### src/verilog/hazardPkg.sv
package hazardPkg;

	localparam int opcodeMsb = 31;
	localparam int opcodeLsb = 26;
	localparam int rsMsb = 25;
	localparam int rsLsb = 21;
	localparam int rtMsb = 20;
	localparam int rtLsb = 16;
	localparam int rdMsb = 15;
	localparam int rdLsb = 11;
	localparam int functMsb = 5;
	localparam int functLsb = 0;

	typedef logic [4:0] regIdxT;
	typedef logic [31:0] instrT;

	localparam regIdxT linkReg = 5'd31; // jal target
	localparam regIdxT zeroReg = 5'd0;

	typedef enum logic [5:0] {
		opSpecial = 6'h00,
		opJ = 6'h02,
		opJal = 6'h03,
		opBeq = 6'h04,
		opBne = 6'h05,
		opBlez = 6'h06,
		opBgtz = 6'h07,
		opAddiu = 6'h09,
		opSlti = 6'h0a,
		opOri = 6'h0d,
		opLui = 6'h0f,
		opLw = 6'h23,
		opSw = 6'h2b
	} opcodeE;

	typedef enum logic [5:0] {
		fnJr = 6'h08,
		fnJalr = 6'h09,
		fnAddu = 6'h21,
		fnSubu = 6'h23,
		fnAnd = 6'h24,
		fnOr = 6'h25,
		fnSlt = 6'h2a
	} functE;

	typedef enum logic [3:0] {
		kindBubble,
		kindCalcR,
		kindCalcI,
		kindLoad,
		kindStore,
		kindBranchTwo, // beq, bne
		kindBranchOne, // blez, bgtz
		kindJump,
		kindJumpReg
	} opKindE;

	typedef enum logic [1:0] {
		resNone,
		resAlu,
		resMem,
		resLink // PC+8 written back
	} resultE;

	typedef struct packed {
		opKindE kind;
		regIdxT rs;
		regIdxT rt;
		regIdxT dest;
		resultE result;
	} stageRecT;

	localparam stageRecT bubbleRec = '{
		kind: kindBubble,
		rs: zeroReg,
		rt: zeroReg,
		dest: zeroReg,
		result: resNone
	};

	typedef enum logic [2:0] {
		fwdNormal,
		fwdFromEPc,
		fwdFromMPc,
		fwdFromWPc,
		fwdFromM,
		fwdFromWAlu,
		fwdFromWMem
	} fwdSrcE;

	typedef struct packed {
		fwdSrcE pcR;
		fwdSrcE cmpA;
		fwdSrcE cmpB;
		fwdSrcE aluA;
		fwdSrcE aluB;
		fwdSrcE storeE;
		fwdSrcE storeM;
	} fwdSelT;

	typedef struct packed {
		logic pcWr;
		logic weD;
		logic weE;
		logic weM;
		logic clearD;
		logic clearE;
		logic clearM;
	} pipeCtlT;

endpackage

### src/verilog/forwardSelect.sv
`timescale 1ns/1ns

module forwardSelect import hazardPkg::*; (
	input stageRecT recD,
	input stageRecT recE,
	input stageRecT recM,
	input stageRecT recW,
	output fwdSelT fwdSel
);

	logic dJumpReg;
	logic dBranch;
	logic dBranchTwo;
	logic eReadsRs;
	logic eCalcR;
	logic eStore;
	logic mStore;

	function automatic logic provides(
		input stageRecT prov,
		input regIdxT src,
		input resultE res
	);
		return (prov.dest == src) && (prov.result == res);
	endfunction

	// First matching provider, link results ahead of data results
	function automatic fwdSrcE pickSrc(
		input regIdxT src,
		input logic used,
		input logic seeE,
		input logic seeM,
		input stageRecT provE,
		input stageRecT provM,
		input stageRecT provW
	);
		fwdSrcE sel;
		sel = fwdNormal;
		if (used && (src != zeroReg))
		begin
			if (seeE && provides(provE, src, resLink))
				sel = fwdFromEPc;
			else if (seeM && provides(provM, src, resLink))
				sel = fwdFromMPc;
			else if (provides(provW, src, resLink))
				sel = fwdFromWPc;
			else if (seeM && provides(provM, src, resAlu))
				sel = fwdFromM;
			else if (provides(provW, src, resAlu))
				sel = fwdFromWAlu;
			else if (provides(provW, src, resMem))
				sel = fwdFromWMem;
		end
		return sel;
	endfunction

	assign dJumpReg = (recD.kind == kindJumpReg);
	assign dBranchTwo = (recD.kind == kindBranchTwo);
	assign dBranch = dBranchTwo || (recD.kind == kindBranchOne);
	assign eCalcR = (recE.kind == kindCalcR);
	assign eStore = (recE.kind == kindStore);
	assign eReadsRs = eCalcR || eStore || (recE.kind == kindCalcI) || (recE.kind == kindLoad);
	assign mStore = (recM.kind == kindStore);

	always_comb
	begin
		// D-stage consumers see every later stage
		fwdSel.pcR = pickSrc(recD.rs, dJumpReg, 1'b1, 1'b1, recE, recM, recW);
		fwdSel.cmpA = pickSrc(recD.rs, dBranch, 1'b1, 1'b1, recE, recM, recW);
		fwdSel.cmpB = pickSrc(recD.rt, dBranchTwo, 1'b1, 1'b1, recE, recM, recW);

		fwdSel.aluA = pickSrc(recE.rs, eReadsRs, 1'b0, 1'b1, recE, recM, recW);
		fwdSel.aluB = pickSrc(recE.rt, eCalcR, 1'b0, 1'b1, recE, recM, recW);

		// Store data only from W
		fwdSel.storeE = pickSrc(recE.rt, eStore, 1'b0, 1'b0, recE, recM, recW);
		fwdSel.storeM = pickSrc(recM.rt, mStore, 1'b0, 1'b0, recE, recM, recW);
	end

endmodule

### src/verilog/hazardUnit.sv
`timescale 1ns/1ns

module hazardUnit import hazardPkg::*; (
	input logic clk,
	input logic rstN,
	input instrT instrF,
	input logic branchOk,
	input logic intReq,
	output fwdSelT fwdSel,
	output pipeCtlT pipeCtl,
	output logic excEnter
);

	stageRecT recF;
	stageRecT recD;
	stageRecT recE;
	stageRecT recM;
	stageRecT recW;

	instrDecoder decoder (
		.instr(instrF),
		.rec(recF)
	);

	stagePipe pipe (
		.clk(clk),
		.rstN(rstN),
		.recF(recF),
		.pipeCtl(pipeCtl),
		.recD(recD),
		.recE(recE),
		.recM(recM),
		.recW(recW)
	);

	forwardSelect forward (
		.recD(recD),
		.recE(recE),
		.recM(recM),
		.recW(recW),
		.fwdSel(fwdSel)
	);

	stallControl stall (
		.recD(recD),
		.recE(recE),
		.recM(recM),
		.branchOk(branchOk),
		.intReq(intReq),
		.pipeCtl(pipeCtl),
		.excEnter(excEnter)
	);

endmodule

### src/verilog/instrDecoder.sv
`timescale 1ns/1ns

module instrDecoder import hazardPkg::*; (
	input instrT instr,
	output stageRecT rec
);

	logic [5:0] opcode;
	logic [5:0] funct;
	regIdxT rs;
	regIdxT rt;
	regIdxT rd;
	opKindE kind;
	regIdxT dest;
	resultE result;
	logic isJal;
	logic isJalr;

	assign opcode = instr[opcodeMsb:opcodeLsb];
	assign funct = instr[functMsb:functLsb];
	assign rt = instr[rtMsb:rtLsb];
	assign rd = instr[rdMsb:rdLsb];
	assign rs = (opcode == opLui) ? zeroReg : instr[rsMsb:rsLsb]; // lui has no source

	always_comb
	begin
		kind = kindBubble;
		case (opcode)
			opSpecial:
				case (funct)
					fnAddu, fnSubu, fnAnd, fnOr, fnSlt:
						kind = kindCalcR;
					fnJr, fnJalr:
						kind = kindJumpReg;
					default:
						kind = kindBubble;
				endcase
			opAddiu, opSlti, opOri, opLui:
				kind = kindCalcI;
			opLw:
				kind = kindLoad;
			opSw:
				kind = kindStore;
			opBeq, opBne:
				kind = kindBranchTwo;
			opBlez, opBgtz:
				kind = kindBranchOne;
			opJ, opJal:
				kind = kindJump;
			default:
				kind = kindBubble; // Outside the subset
		endcase
	end

	assign isJal = (kind == kindJump) && (opcode == opJal);
	assign isJalr = (kind == kindJumpReg) && (funct == fnJalr);

	always_comb
	begin
		case (kind)
			kindCalcR:
				dest = rd;
			kindCalcI, kindLoad:
				dest = rt;
			kindJump:
				dest = isJal ? linkReg : zeroReg;
			kindJumpReg:
				dest = isJalr ? rd : zeroReg;
			default:
				dest = zeroReg;
		endcase

		if (dest == zeroReg)
			result = resNone; // $0 never written
		else if (kind == kindLoad)
			result = resMem;
		else if (isJal || isJalr)
			result = resLink;
		else
			result = resAlu;
	end

	assign rec = (kind == kindBubble) ? bubbleRec :
		'{kind: kind, rs: rs, rt: rt, dest: dest, result: result};

endmodule

### src/verilog/stagePipe.sv
`timescale 1ns/1ns

module stagePipe import hazardPkg::*; (
	input logic clk,
	input logic rstN,
	input stageRecT recF,
	input pipeCtlT pipeCtl,
	output stageRecT recD,
	output stageRecT recE,
	output stageRecT recM,
	output stageRecT recW
);

	always_ff @(posedge clk or negedge rstN)
	begin
		if (!rstN)
		begin
			recD <= bubbleRec;
			recE <= bubbleRec;
			recM <= bubbleRec;
			recW <= bubbleRec;
		end
		else
		begin
			// Clear beats enable
			if (pipeCtl.clearD)
				recD <= bubbleRec;
			else if (pipeCtl.weD)
				recD <= recF;

			if (pipeCtl.clearE)
				recE <= bubbleRec;
			else if (pipeCtl.weE)
				recE <= recD;

			if (pipeCtl.clearM)
				recM <= bubbleRec;
			else if (pipeCtl.weM)
				recM <= recE;

			recW <= recM; // W never stalls
		end
	end

endmodule

### src/verilog/stallControl.sv
`timescale 1ns/1ns

module stallControl import hazardPkg::*; (
	input stageRecT recD,
	input stageRecT recE,
	input stageRecT recM,
	input logic branchOk,
	input logic intReq,
	output pipeCtlT pipeCtl,
	output logic excEnter
);

	logic dUsesRs;
	logic dUsesRt;
	logic eUsesRs;
	logic eUsesRt;
	logic loadUse;
	logic branchHaz;
	logic redirect;

	// Source waits on a value not yet available for forwarding
	function automatic logic pending(
		input regIdxT src,
		input logic used,
		input stageRecT prov,
		input logic aluToo
	);
		return used && (src != zeroReg) && (src == prov.dest)
			&& ((prov.result == resMem) || (aluToo && (prov.result == resAlu)));
	endfunction

	assign dUsesRs = (recD.kind == kindBranchOne) || (recD.kind == kindBranchTwo)
		|| (recD.kind == kindJumpReg);
	assign dUsesRt = (recD.kind == kindBranchTwo);
	assign eUsesRs = (recE.kind == kindCalcR) || (recE.kind == kindCalcI)
		|| (recE.kind == kindLoad) || (recE.kind == kindStore);
	assign eUsesRt = (recE.kind == kindCalcR); // sw data comes later via storeM

	assign loadUse = pending(recE.rs, eUsesRs, recM, 1'b0) || pending(recE.rt, eUsesRt, recM, 1'b0);
	assign branchHaz = pending(recD.rs, dUsesRs, recE, 1'b1) || pending(recD.rt, dUsesRt, recE, 1'b1)
		|| pending(recD.rs, dUsesRs, recM, 1'b0) || pending(recD.rt, dUsesRt, recM, 1'b0);
	assign redirect = (recD.kind == kindJump) || (recD.kind == kindJumpReg)
		|| (dUsesRs && (recD.kind != kindJumpReg) && branchOk);

	always_comb
	begin
		pipeCtl = '{pcWr: 1'b1, weD: 1'b1, weE: 1'b1, weM: 1'b1,
			clearD: 1'b0, clearE: 1'b0, clearM: 1'b0};
		excEnter = 1'b0;
		if (loadUse)
		begin
			pipeCtl.pcWr = 1'b0; // Freeze F..E, bubble into M
			pipeCtl.weD = 1'b0;
			pipeCtl.weE = 1'b0;
			pipeCtl.weM = 1'b0;
			pipeCtl.clearM = 1'b1;
		end
		else if (branchHaz)
		begin
			pipeCtl.pcWr = 1'b0; // Hold D, bubble into E
			pipeCtl.weD = 1'b0;
			pipeCtl.weE = 1'b0;
			pipeCtl.clearE = 1'b1;
		end
		else if (!redirect && intReq)
		begin
			// Delay slot safe here, so drop the fetched word
			pipeCtl.weD = 1'b0;
			pipeCtl.clearD = 1'b1;
			excEnter = 1'b1;
		end
	end

endmodule

### config.mk
export PLATFORM = sky130hd
export DESIGN_NAME = hazardUnit
export DESIGN_NICKNAME = d
export VERILOG_FILES = /design/src/verilog/hazardPkg.sv /design/src/verilog/forwardSelect.sv /design/src/verilog/hazardUnit.sv /design/src/verilog/instrDecoder.sv /design/src/verilog/stagePipe.sv /design/src/verilog/stallControl.sv
export SDC_FILE = /design/constraint.sdc
export NUM_CORES = 1
export LEC_CHECK = 0
export BUFFER_PORTS_ARGS = -buffer_cell sky130_fd_sc_hd__buf_4
export CORE_UTILIZATION = 55
export CTS_BUF_LIST = sky130_fd_sc_hd__clkbuf_8
export CTS_CLUSTER_DIAMETER = 120
export DETAILED_ROUTE_END_ITERATION = 10
export GPL_ROUTABILITY_DRIVEN = 0
export PLACE_DENSITY = 0.77
export SETUP_SLACK_MARGIN = 0.4
export SLEW_MARGIN = 20
export SYNTH_ARGS = -nofsm -noshare
export SYNTH_HDL_FRONTEND = slang
export SYNTH_SLANG_ARGS = --single-unit
### constraint.sdc
create_clock -name clk -period 2.77 [get_ports clk]
set_clock_uncertainty 0.15 [all_clocks]
set_input_delay 0.1385 -clock clk [delete_from_list [all_inputs] [get_ports clk]]
set_output_delay 0.1385 -clock clk [all_outputs]
set_load 0.01 [all_outputs]
== After elaboration in Yosys (flattened, before gate mapping) ==
Cells that the tools add are included.
Storage, ports and cells
  register bits after elaboration: 65
  input bits: 36
  output and inout port bits: 29
  logic and storage cells: 222
Cells by class
  eq/ne operators: 61
  multiplexer cells: 60
  reductions and logical operators: 85
Operators by type and width (number)
  $mux W21: 7
  $mux W3: 34
  $eq A5 B5 Y1: 17
  $logic_and A1 B1 Y1: 51
  $eq A6 B6 Y1 const B: 7
  $eq A6 B4 Y1 const B: 6
  $pmux W4 S7: 1
  $reduce_bool A5 Y1: 5
  $eq A4 B3 Y1 const B: 6
  $eq A6 B3 Y1 const B: 4
  $pmux W5 S4: 1
  $eq A4 B2 Y1 const B: 4
  $logic_or A1 B1 Y1: 16
  $mux W5: 3
  $eq A2 B2 Y1 const B: 6
  $eq A6 B2 Y1 const B: 2
  $reduce_or A2 Y1: 5
  $mux W1: 9
  $eq A4 B1 Y1 const B: 2
  $eq A4 B4 Y1 const B: 2
  $mux W2: 4
  $pmux W4 S2: 1
  $eq A2 B1 Y1 const B: 3
  $logic_not A6 Y1: 1
  8 further kinds: 9

== Depth between registers and ports, before layout ==
  depth in word-level cells: 13
  mapped depth: 10
  mapped depth without buffers: 7

== By module ==
A second synthesis with hierarchy kept.
Unflattened totals
  cells, all modules: 569
  area, all modules: 5506.5 um2
Modules (own cells, without submodules)
  stagePipe: instances 1, cells each 225, area each 3096.7 um2, seq. area each 2102.0 um2
  forwardSelect: instances 1, cells each 169, area each 1217.4 um2, seq. area each 0.0 um2
  instrDecoder: instances 1, cells each 99, area each 628.1 um2, seq. area each 0.0 um2
  stallControl: instances 1, cells each 76, area each 564.3 um2, seq. area each 0.0 um2

== Worst setup path after synthesis ==
OpenSTA, ideal clock, no wires.
  path type: register -> register
  from: register pipe.recD[8] (netlist name)
  to: register pipe.recD[20] (netlist name)
  setup time: 0.127 ns
  arrival time: 2.072 ns
  required time: 2.493 ns
  slack: 0.420 ns
  stages on the path, launching flop included: 10
  buffers on the path: 2
  period minus slack after synthesis: 2.350 ns
  path through: dfrtp_1 -> buf_6 -> or4_1 -> o21ai_2 -> or2_1 -> o32a_2 -> o211ai_4 -> inv_4 -> buf_8 -> mux2_1
On the way
  word-level cells in the longest chain between the ends: 10
  elaborated cells on any way between the ends: 17
  those cells by class: 2 x eq/ne; 5 x mux; 10 x reduce/logical
RTL lines
  $reduce_bool A5 Y1: line stallControl.sv:28  | return used && (src != zeroReg) && (src == prov.dest)
  $logic_and A1 B1 Y1 (2 in series): line stallControl.sv:28
  $logic_and A1 B1 Y1: line stallControl.sv:29  | && ((prov.result == resMem) || (aluToo && (prov.result == resAlu)));
  $logic_or A1 B1 Y1: line stallControl.sv:40  | assign branchHaz = pending(recD.rs, dUsesRs, recE, 1'b1) || pending(recD.rt, dUsesRt, recE, 1'b1)
  $logic_or A1 B1 Y1: line stallControl.sv:41  | || pending(recD.rs, dUsesRs, recM, 1'b0) || pending(recD.rt, dUsesRt, recM, 1'b0);
  $logic_or A1 B1 Y1 *: line stallControl.sv:41
  $mux W1: line stallControl.sv:58  | else if (branchHaz)
  $mux W2 / $mux W3 (equally long branches): line stallControl.sv:50  | if (loadUse)
  $mux W21 / $reduce_bool A2 Y1 (equally long branches)
Every way passes the cells marked *; elsewhere a longest branch is shown, timed or not.
A chain may end at the register's enable or synchronous reset.

==> impl_metrics.yaml <==
outcome:
  status: "finished, final reports clean"
global_routing:
  grt_max_degree: 66
  grt_pass1_wl_um: 20600
  grt_use_total_pct: 31.9
  grt_overflow: 0
  grt_pass1_vias: 4141
  antenna_found_initial: 0
clock_network:
  cts_root_buf: "clkbuf_8"
  h-tree-depth: 3
  clk_path_buf_depth: 2
  clk_latency_ps: 360
  cts_buffers: 9
  clock_sinks: 65
  clk_pin_slew_ps: 80
  cts_tree: "done"
setup_path:
  critPathLaunchType: "flip-flop"
  critical-path-max-stage-delay_ps: 440
  crit_fanout: 11
  critical_path.cell_chain: "buf_4 -> buf_4 -> xnor2_2 -> nand3_2 -> o22a_2 -> nor2_2 -> buf_6 -> inv_1 -> buf_4"
  r2r_cells: 11
  cp.arrival_ps: 2430
  crit_type: "reg -> out"
  critical_path_required_ps: 2480
  end_kind: "output port"
  cp_common_cell: "buf_4"
  slowest_stage: "dfrtp_2"
placement:
  dp_hpwl_um: 7950
  dpl_cell_area_um2: 4760
  io_buffers: 59
  pre_cts_slack_ps: 210
cells_and_area:
  most-common-layout-cells: "buf_4, dfrtp_1, xnor2_1"
  layout_commonest_cell: "buf_4"
  diodes: 0
  final_core_util_pct: 81.8
  layout.nets: 612
  syn_to_final_growth_pct: 40.8
  stdcell_area_um2: 6060
  drive_gt1_share_pct: 40.5
power_and_ir_drop:
  p_leak_nw: 2.79
  powerDensity_nw_per_um2: 392
  peakVddDrop_v: 0.000206
  power.total_mw: 2.38
yosys:
  synth_cells: 467
  async_reset_ff_share_pct: 100
  ys_ff_latch: 65
  yosys_warnings: 0
  yosysTopAreaCell: "dfrtp_1"
  synth_flop_cell: "dfrtp_1"
  synth_edf_count: 0
  netlist_area_um2: 4300
  synth-seq-area-share_pct: 37.8
  synth_area_per_cell_um2: 9.22
  synth_fp_nets: 504
  ys_top_cells_by_area: "dfrtp_1, xnor2_1, xor2_1"
  yosysTopAreaCellShare_pct: 37.8
  synth_cell_types: 64
detailed_routing:
  drtIter0Drc: 376
  via_per_inst: 6.59
  route.antenna.remaining_nets: 0
  drc: 0
  routedWlPerCell_um: 22.5
  num_vias: 4477
  wl_um: 15300
  dr.pass1.iters: 9
floorplan:
  ios: 65
  die_w_um: 90.5
  dieHeight_um: 90.5
  start_util_pct: 58.1
  core-area_um2: 7410
  num_rows: 31
  die-area_um2: 8180
timing:
  tightest_slew_ps: 842
  rsz0062_at_grt: "yes"
  hold_viol_final: 0
  maxSlewViolCount: 0
  period_share_pct: 98.0
  relSlewSlack_pct: 43.6
  period_minus_slack_ps: 2710
  setup-tns-final_ps: 0
  setup_viol: 0
  fmax_mhz: 368
  final.setup.worst_slack_ps: 56.2
worst_hold_path:
  holdPathStages: 4
  hold_class: "in -> reg"
job:
  maxCapViolations: 0
-- per-stage QoR --
| step | hold WS [ps] | cells |
|---|---|---|
| 2_1_floorplan | -307 | 467 |
| 3_3_place_gp | 114 | 596 |
| 3_5_place_dp | 121 | 596 |
| 4_1_cts | 17.2 | 668 |
| 5_1_grt | 44.7 | 679 |
| 6_report | 22.0 | 679 |
-- cell families after synthesis --
kind of cell,Yosys count,synth area share [%]
AO/OA/AOI/OAI,110,19.3
XOR/XNOR,57,11.6
adder cells (fa/ha/maj),1,0.291
buffers and inverters,63,7.06
flip-flops,65,37.8
multiplexers,13,3.17
AND/OR/NAND/NOR,158,20.8
-- report_power, final --
part           switching (mW)  internal [mW]  leakage [nW]  total, mW
sequential             0.0497          0.979         0.864       1.03
combinational           0.273          0.230          1.81      0.503
clock                   0.404          0.443         0.107      0.847
total                   0.726           1.65          2.79       2.38
-- metal layers --
layer / global-route usage (%) / part of all wire (%)
met5: 0 / 0
met4: 17.1 / 6.3
met3: 4.55 / 7.6
met2: 54.6 / 48
met1: 38.8 / 38
-- cell usage after synthesis (4+ instances only) --
| library cell | instances |
|---|---|
| nor4bb_1 | 6 |
| nor4_1 | 7 |
| nor2b_1 | 21 |
| nor4b_1 | 4 |
| mux2_1 | 4 |
| xor2_1 | 28 |
| o2111ai_1 | 11 |
| or2_2 | 5 |
| xnor2_1 | 29 |
| and3_1 | 5 |
| nor3_1 | 21 |
| o21ai_0 | 18 |
| buf_2 | 7 |
| and2_1 | 6 |
| o2bb2ai_1 | 5 |
| clkbuf_1 | 25 |
| nor2_1 | 26 |
| o32ai_1 | 5 |
| dfrtp_1 | 65 |
| nand2_1 | 19 |
| nand3b_1 | 4 |
| a21oi_1 | 15 |
| a22o_1 | 21 |
| nand2b_1 | 9 |
| mux2i_1 | 8 |
| buf_4 | 5 |
| inv_1 | 21 |
| o21a_1 | 5 |
| nand3_1 | 13 |
-- path summary, 6_finish.rpt --
kind | start | endpoint | slack, ps
min in group asynchronous | rstN | pipe.recM[11]$_DFF_PN0_ | 260
setup reg to reg | pipe.recM[3]$_DFF_PN0_ | pipe.recD[0]$_DFFE_PN0P_ | 180
max in group asynchronous | rstN | pipe.recD[20]$_DFFE_PN0P_ | 1610
hold / removal | instrF[30] | pipe.recD[6]$_DFFE_PN0P_ | 20
hold reg to reg | pipe.recE[20]$_DFFE_PN0P_ | pipe.recM[20]$_DFF_PN0_ | 330
setup / recovery | pipe.recM[3]$_DFF_PN0_ | pipeCtl[3] | 60
-- sequential cells by signal (all words and copies together), names as in the netlist --
register	flops
pipe.recD	21
pipe.recM	16
pipe.recE	21
pipe.recW	7
-- what timing repair did --
| item | CTS | global route |
|---|---|---|
| hold endpoints to repair | 75 | 0 |
| pin swaps | 31 | 35 |
| hold buffers | 11 | 0 |
| gates cloned | 1 | 2 |
| buffers inserted | 44 | 9 |
| setup endpoints to repair | 64 | 70 |
| gates resized for setup | 62 | 64 |
-- worst max-delay path: cells and delay by family, from the launching register on --
family | cells | cell delay, ps
AOI/OAI and AO/OA | 1 | 300
DFF | 1 | 440
buffers and inverters | 5 | 700
and+or+nand+nor | 2 | 350
xor gates and xnor gates | 1 | 260
-- area by class of cell --
type	instances	area [um^2]
multi-input combinational	339	2770
sequential	65	1650
fill	404	1350
timing repair buffer	138	1230
clock buffer	10	138
tap	99	124
inverter	22	85.1
clock inverter	6	66.3
(Power assumes the default switching activity.)
